File: src/design/ecc_params.svh
`ifndef ECC_PARAMS_SVH
`define ECC_PARAMS_SVH

// Data bits per word.
`define ECC_DATA_WIDTH 80

// SECDED check bits. The top one is overall parity.
`define ECC_PARITY_WIDTH 8

`define ECC_FIFO_DEPTH 8
`define ECC_COUNT_WIDTH 16

`endif

File: src/design/ecc_pkg.sv
`include "ecc_params.svh"

package ecc_pkg;

    typedef logic [`ECC_DATA_WIDTH-1:0] data_t;
    typedef logic [`ECC_PARITY_WIDTH-1:0] parity_t;
    typedef logic [`ECC_COUNT_WIDTH-1:0] count_t;

    typedef struct packed {
        data_t   data;
        parity_t parity;
    } codeword_t;

    // Column of data bit idx in the check matrix. The low bits walk the
    // Hamming positions that are not powers of two, starting at 3; the top
    // bit makes every column odd weight.
    function automatic parity_t ecc_column(input int idx);
        parity_t col;
        int      seen;
        col  = '0;
        seen = 0;
        for (int pos = 3; pos < (1 << (`ECC_PARITY_WIDTH - 1)); pos++) begin
            if ((pos & (pos - 1)) != 0) begin
                if (seen == idx) begin
                    col[`ECC_PARITY_WIDTH-2:0] = pos[`ECC_PARITY_WIDTH-2:0];
                    col[`ECC_PARITY_WIDTH-1]   = ~^pos[`ECC_PARITY_WIDTH-2:0];
                end
                seen++;
            end
        end
        return col;
    endfunction

    function automatic parity_t ecc_encode(input data_t d);
        parity_t p;
        p = '0;
        for (int i = 0; i < `ECC_DATA_WIDTH; i++) begin
            if (d[i]) begin
                p ^= ecc_column(i); // Each check bit XORs its data bits.
            end
        end
        return p;
    endfunction

endpackage

File: src/design/ecc_word_if.sv
`timescale 1ns/1ps

interface ecc_word_if;
    import ecc_pkg::*;

    logic    valid;
    logic    ready;
    data_t   data;
    parity_t parity; // Check bits travel beside the data.

    modport producer (
        output valid,
        output data,
        output parity,
        input  ready
    );

    modport consumer (
        input  valid,
        input  data,
        input  parity,
        output ready
    );

endinterface

File: src/design/ecc_codeword_fifo.sv
`timescale 1ns/1ps
`include "ecc_params.svh"

module ecc_codeword_fifo (
    input logic          clk,
    input logic          reset,
    ecc_word_if.consumer in,
    ecc_word_if.producer out
);
    import ecc_pkg::*;

    localparam int PTR_W = $clog2(`ECC_FIFO_DEPTH);
    localparam int CNT_W = $clog2(`ECC_FIFO_DEPTH + 1);

    codeword_t        mem [`ECC_FIFO_DEPTH];
    codeword_t        head;
    logic [PTR_W-1:0] wr_ptr;
    logic [PTR_W-1:0] rd_ptr;
    logic [CNT_W-1:0] count;
    logic             full;
    logic             empty;
    logic             push;
    logic             pop;

    function automatic logic [PTR_W-1:0] ptr_inc(input logic [PTR_W-1:0] p);
        return (p == PTR_W'(`ECC_FIFO_DEPTH - 1)) ? '0 : p + 1'b1;
    endfunction

    assign full  = (count == CNT_W'(`ECC_FIFO_DEPTH));
    assign empty = (count == '0);
    assign push  = in.valid & in.ready;
    assign pop   = out.valid & out.ready;

    assign in.ready  = ~full;
    assign out.valid = ~empty;

    // Head is read straight from storage.
    assign head       = mem[rd_ptr];
    assign out.data   = head.data;
    assign out.parity = head.parity;

    always_ff @(posedge clk) begin
        if (push) begin
            mem[wr_ptr] <= {in.data, in.parity};
        end
    end

    always_ff @(posedge clk) begin
        if (reset) begin
            wr_ptr <= '0;
            rd_ptr <= '0;
            count  <= '0;
        end else begin
            if (push) begin
                wr_ptr <= ptr_inc(wr_ptr);
            end
            if (pop) begin
                rd_ptr <= ptr_inc(rd_ptr);
            end
            case ({push, pop})
                2'b10:   count <= count + 1'b1;
                2'b01:   count <= count - 1'b1;
                default: count <= count; // Both or neither.
            endcase
        end
    end

endmodule

File: src/flat_wrapper.sv
// flat-port wrapper written by rule: the top's interface ports become plain ports
module ecc_codeword_fifo_flat import ecc_pkg::*;
  (clk, reset, in_valid, in_data, in_parity, in_ready, out_valid, out_data, out_parity, out_ready);
  ecc_word_if in_i ();
  ecc_word_if out_i ();
  input logic clk;
  input logic reset;
  input wire logic [$bits(in_i.valid)-1:0] in_valid;
  input wire logic [$bits(in_i.data)-1:0] in_data;
  input wire logic [$bits(in_i.parity)-1:0] in_parity;
  output wire logic [$bits(in_i.ready)-1:0] in_ready;
  output wire logic [$bits(out_i.valid)-1:0] out_valid;
  output wire logic [$bits(out_i.data)-1:0] out_data;
  output wire logic [$bits(out_i.parity)-1:0] out_parity;
  input wire logic [$bits(out_i.ready)-1:0] out_ready;
  assign in_i.valid = in_valid;
  assign in_i.data = in_data;
  assign in_i.parity = in_parity;
  assign in_ready = in_i.ready;
  assign out_valid = out_i.valid;
  assign out_data = out_i.data;
  assign out_parity = out_i.parity;
  assign out_i.ready = out_ready;
  ecc_codeword_fifo u_core (.clk(clk), .reset(reset), .in(in_i), .out(out_i));
endmodule
File: config.mk
export PLATFORM = sky130hd
export DESIGN_NAME = ecc_codeword_fifo_flat
export DESIGN_NICKNAME = d
export VERILOG_FILES = /design/src/design/ecc_pkg.sv /design/src/design/ecc_word_if.sv /design/src/design/ecc_codeword_fifo.sv /design/src/flat_wrapper.sv
export VERILOG_INCLUDE_DIRS = /design/src /design/src/design
export SDC_FILE = /design/constraint.sdc
export NUM_CORES = 1
export LEC_CHECK = 0
export ABC_AREA = 1
export BUFFER_PORTS_ARGS = -buffer_cell sky130_fd_sc_hd__clkbuf_2
export CAP_MARGIN = 20
export CORE_ASPECT_RATIO = 1.5
export CORE_MARGIN = 2
export CORE_UTILIZATION = 50
export DETAILED_ROUTE_END_ITERATION = 8
export PLACE_DENSITY = 0.7
export SYNTH_ARGS = -nofsm -noshare
export SYNTH_HDL_FRONTEND = slang
export SYNTH_SLANG_ARGS = --single-unit
File: constraint.sdc
create_clock -name clk -period 5.8 [get_ports clk]
set_clock_uncertainty 0.05 [all_clocks]
set_input_delay 1.16 -clock clk [delete_from_list [all_inputs] [get_ports clk]]
set_output_delay 1.16 -clock clk [all_outputs]
set_load 0.02 [all_outputs]
## Yosys cells after proc, flatten, opt, wreduce, memory -nomap -nowiden

Memory sizes are Yosys's and may differ from the RTL's. A register that Yosys moved wholly into a read port is not among the register bits.
Index checks and enable logic that the tools add are counted.

| operators by class | value |
|---|---|
| $add $sub $neg | 4 |
| eq/ne operators | 5 |
| muxes and demuxes | 7 |
| bitwise operators | 4 |
| reductions and logical operators | 2 |

Operators by type and width:

| kind | number |
|---|---|
| 3-bit 2-to-1 mux | 4 |
| 4-bit one-hot mux with 2 select lines | 1 |
| 3-bit by 1-bit adder with 3-bit output (second input constant) | 2 |
| 3-bit equality test (second input constant) | 2 |
| 4-bit by 1-bit adder with 4-bit output (second input constant) | 1 |
| 4-bit equality test (second input constant) | 1 |
| 4-bit zero test | 1 |
| 4-bit by 1-bit subtractor with 4-bit output (second input constant) | 1 |
| 1-bit AND | 2 |
| 2-bit by 1-bit equality test with 1-bit output (second input constant) | 1 |
| 2-bit equality test (second input constant) | 1 |
| 1-bit 2-to-1 mux | 2 |
| 1-bit NOT | 2 |
| 2-bit nonzero test | 1 |

| storage, ports and cells | value |
|---|---|
| register bits | 10 |
| memory bits (writable) | 704 |
| input bits | 92 |
| output and inout bits | 90 |
| word-level logic and storage cells | 26 |
| memories kept | 1 |

Memories:

| memory | depth | width | read ports | clocked after Yosys merged registers in | write ports | RTL line | RTL |
|---|---|---|---|---|---|---|---|
| u_core.mem | 8 | 88 | 1 | 1 | 1 | ecc_codeword_fifo.sv:15 | `` codeword_t mem [`ECC_FIFO_DEPTH]; `` |

## Longest topological paths before layout

| depth | value |
|---|---|
| depth after elaboration | 5 |
| depth in mapped cells | 14 |
| gate-level depth less buffers | 14 |

## Least setup slack after synthesis

Ideal clock, no wire load.

| path | value |
|---|---|
| path type | input port to flip-flop |
| start | in in_valid |
| end | mem u_core.mem[1][0] (netlist name), enable pin |
| arrival time | 5219 ps |
| required time | 5215 ps |
| path slack | -4 ps |
| stages | 4 |
| path buffers | 0 |
| cells stage by stage | nand2_1 nor2_1 inv_2 nor2_1 |

| on the way | value |
|---|---|
| word-level cells in the longest chain between the ends | 3 |

RTL lines:

| item | RTL line | RTL |
|---|---|---|
| start: declaration | flat_wrapper.sv:8 | `input wire logic [$bits(in_i.valid)-1:0] in_valid;` |
| 1-bit AND | ecc_codeword_fifo.sv:31 | `assign push = in.valid & in.ready;` |
| 1-bit 2-to-1 mux | ecc_codeword_fifo.sv:43 | `if (push) begin` |
| 1-bit 2-to-1 mux (not written as such) | ecc_codeword_fifo.sv:44 | `mem[wr_ptr] <= {in.data, in.parity};` |
| end: declaration | ecc_codeword_fifo.sv:15 |  |

No other way between the ends.

==> flow_summary.yaml <==
status:
  outcome: "complete, no violations"
finish:
  final_net_count: 2318
  design_area_um2: 32000
  final_core_util: 0.565
  area_growth_pct: 12.2
  layout_commonest_cell: "edfxtp_1"
  layout_common_cells: "edfxtp_1 (704), nand2_1 (285), nor2_1 (274)"
  layout-drive-gt1-share: 0.178
critical_path:
  critPathBufInv: 3
  required_ns: 4.59
  critical_path_class: "reg2out"
  cp_common_cell: "nand2_1"
  cpMaxStageDelayCell: "inv_8"
  crit_chain: "inv_8, buf_4, nor2_1, o22ai_1, nand2_1, nand2_1, clkbuf_2"
  cpPeakStageDelay_ns: 0.57
  worstPathArrival_ns: 2.87
  cp_max_fo: 132
  critPathCaptureType: "output pin"
  start_kind: "flip-flop"
  path_delay_family: "buffers and inverters"
pwr:
  p_leak_uw: 0.0109
  max-vdd-ir-drop_v: 0.000263
  powerDensity_nw_per_um2: 428
job:
  drv_cap: 0
route:
  drcViolationCount: 0
  drt_iter0_markers: 1264
  post_drt_wl_per_cell_um: 20.6
  drt_pass1_iterations: 5
  ant_nets: 0
  viasPerCell: 5.55
  routed_wl_mm: 62.6
  dr_total_vias: 16800
floorplanning:
  fp.coreArea_um2: 56600
  num_rows: 107
  die_x_um: 199
  die_area_um2: 59000
  start_util: 0.503
  io_pins: 182
  die_y_um: 296
clock_tree:
  hold_buffers: 0
  cts_max_level: 3
  cts.repair.resized: 0
  clock_path_buffers: 3
  cts_sinks: 717
  post_cts_buffers: 0
  clock_latency_ns: 0.59
  cts_tree: "done"
  clockRootBuffer: "clkbuf_16"
  path_clk_slew_ns: 0.06
  cts_buffers: 67
min_path:
  hold_class: "reg2reg"
synth:
  synthDistinctLibCells: 28
  yosysTopAreaCell: "edfxtp_1"
  syn_area_um2: 28500
  syn_nets: 2168
  synth_warnings: 0
  synth_area_leaders: "edfxtp_1 (74%), nand2_1 (3.8%), nor2_1 (3.7%)"
  synth_top_area_frac: 0.742
  ys_ff_latch: 717
  synthCells: 2069
  syn_area_per_cell_um2: 13.8
  seq_area_frac_synth: 0.751
placed_design:
  place_area_um2: 29800
  port-buffer-count: 181
  post-dp-hpwl_mm: 32.7
  gp_routability_congestion: 0.752
sta:
  fin_crit_sh: 0.704
  setup_viol: 0
  relSlewSlack: 0.151
  rsz0062_at_grt: "no"
  drv_slew: 0
  maxClockFrequency_mhz: 245
  tightest_slew_ns: 1.27
  period_needed_ns: 4.08
  hold_viol: 0
global_routing:
  grt_antenna_before_repair: 5
  gr-total-overflow: 0
  grt_pass1_vias: 17000
  grt_use_total: 0.214
  grt_max_degree: 181
  grt_pass1_wl_mm: 95.3
[cell type report]
| class | count | area [µm²] |
|---|---|---|
| sequential | 717 | 21400 |
| inverter | 15 | 65.1 |
| clock buffer | 83 | 1840 |
| multi-input combinational | 1210 | 6140 |
| fill | 4421 | 24700 |
| clock inverter | 34 | 287 |
| timing repair buffer | 208 | 1270 |
| antenna | 4 | 10.0 |
| tap | 763 | 955 |
[cells in the mapped netlist]
cell	instances
mux2i_1	88
buf_2	42
clkbuf_4	8
a211oi_1	2
xnor2_1	2
clkbuf_1	42
nand3_1	6
dfxtp_1	13
o21ai_1	180
buf_6	3
buf_8	1
nor2_2	86
ha_1	7
nand2_1	285
nor2_1	282
buf_1	1
buf_4	4
buf_12	20
nor3b_1	1
clkbuf_8	2
o21ai_0	175
inv_1	9
dlygate4sd1_1	4
inv_2	6
edfxtp_1	704
o22ai_1	88
xor2_1	1
a21oi_1	7
[flip-flops by register name, summed over array words and instances (netlist names), named ones only]
signal and count:
u_core.count 4, u_core.wr_ptr 3, u_core.mem 704, u_core.rd_ptr 3
[final timing paths]
kind / from / end / slack (ns) / cells past startpoint
max: flip-flop / out_data[49] / 1.72 / 7
min reg2reg: u_core.rd_ptr[1] / flip-flop / 0.43 / 2
min: u_core.rd_ptr[1] / flip-flop / 0.43 / 2
max reg2reg: u_core.count[0] / u_core.mem[5][51] / 2.96 / 7
[worst register-to-register path, stage by stage, from the launching register on]
cell and delay [ns]:
dfxtp_1 0.41, nor2_1 0.09, nand3_1 0.17, nand2_1 0.24, nor2_1 0.26, inv_2 0.15, nor2_4 0.55, buf_12 0.51
[power by group]
group	switching (µW)	internal (µW)
clock network	1800	2470
logic	2190	975
registers	144	6100
total	4130	9540
[metrics by stage]
stage	setup WS (ns)	TNS, ns	power, µW	hold slack [ns]	std cells
2_1_floorplan	-0.00442	-1.56	8740	0.413	2069
3_3_place_gp	2.37	0	9420	0.414	2912
3_5_place_dp	2.35	0	9510	0.428	2912
4_1_cts	1.69	0	13800	0.436	3029
5_1_grt	1.49	0	14300	0.474	3034
6_report	1.72	0	13700	0.431	3034
[routing by layer]
layer  vias to the layer above  global-route usage  share of wire
li1                       7824                   -              -
met4                         2              0.0866          0.027
met3                       102              0.0328          0.049
met5                         -                   0        0.00021
met1                      8456               0.262           0.40
met2                       441               0.379           0.52
[kinds of logic (layout without fill, tap and decap cells)]
| kind of cell | count (synthesis) | after routing | synth area share |
|---|---|---|---|
| AO/OA/AOI/OAI | 452 | 452 | 0.0834 |
| XOR/XNOR | 3 | 3 | 0.000922 |
| adder cells (fa/ha/maj) | 7 | 7 | 0.00307 |
| buffers and inverters | 142 | 340 | 0.0361 |
| flip-flops | 717 | 717 | 0.751 |
| multiplexers | 88 | 88 | 0.0309 |
| other | 0 | 4 | 0 |
| AND/OR/NAND/NOR | 660 | 660 | 0.0949 |
Note: power is estimated with default switching activity, not from simulation.
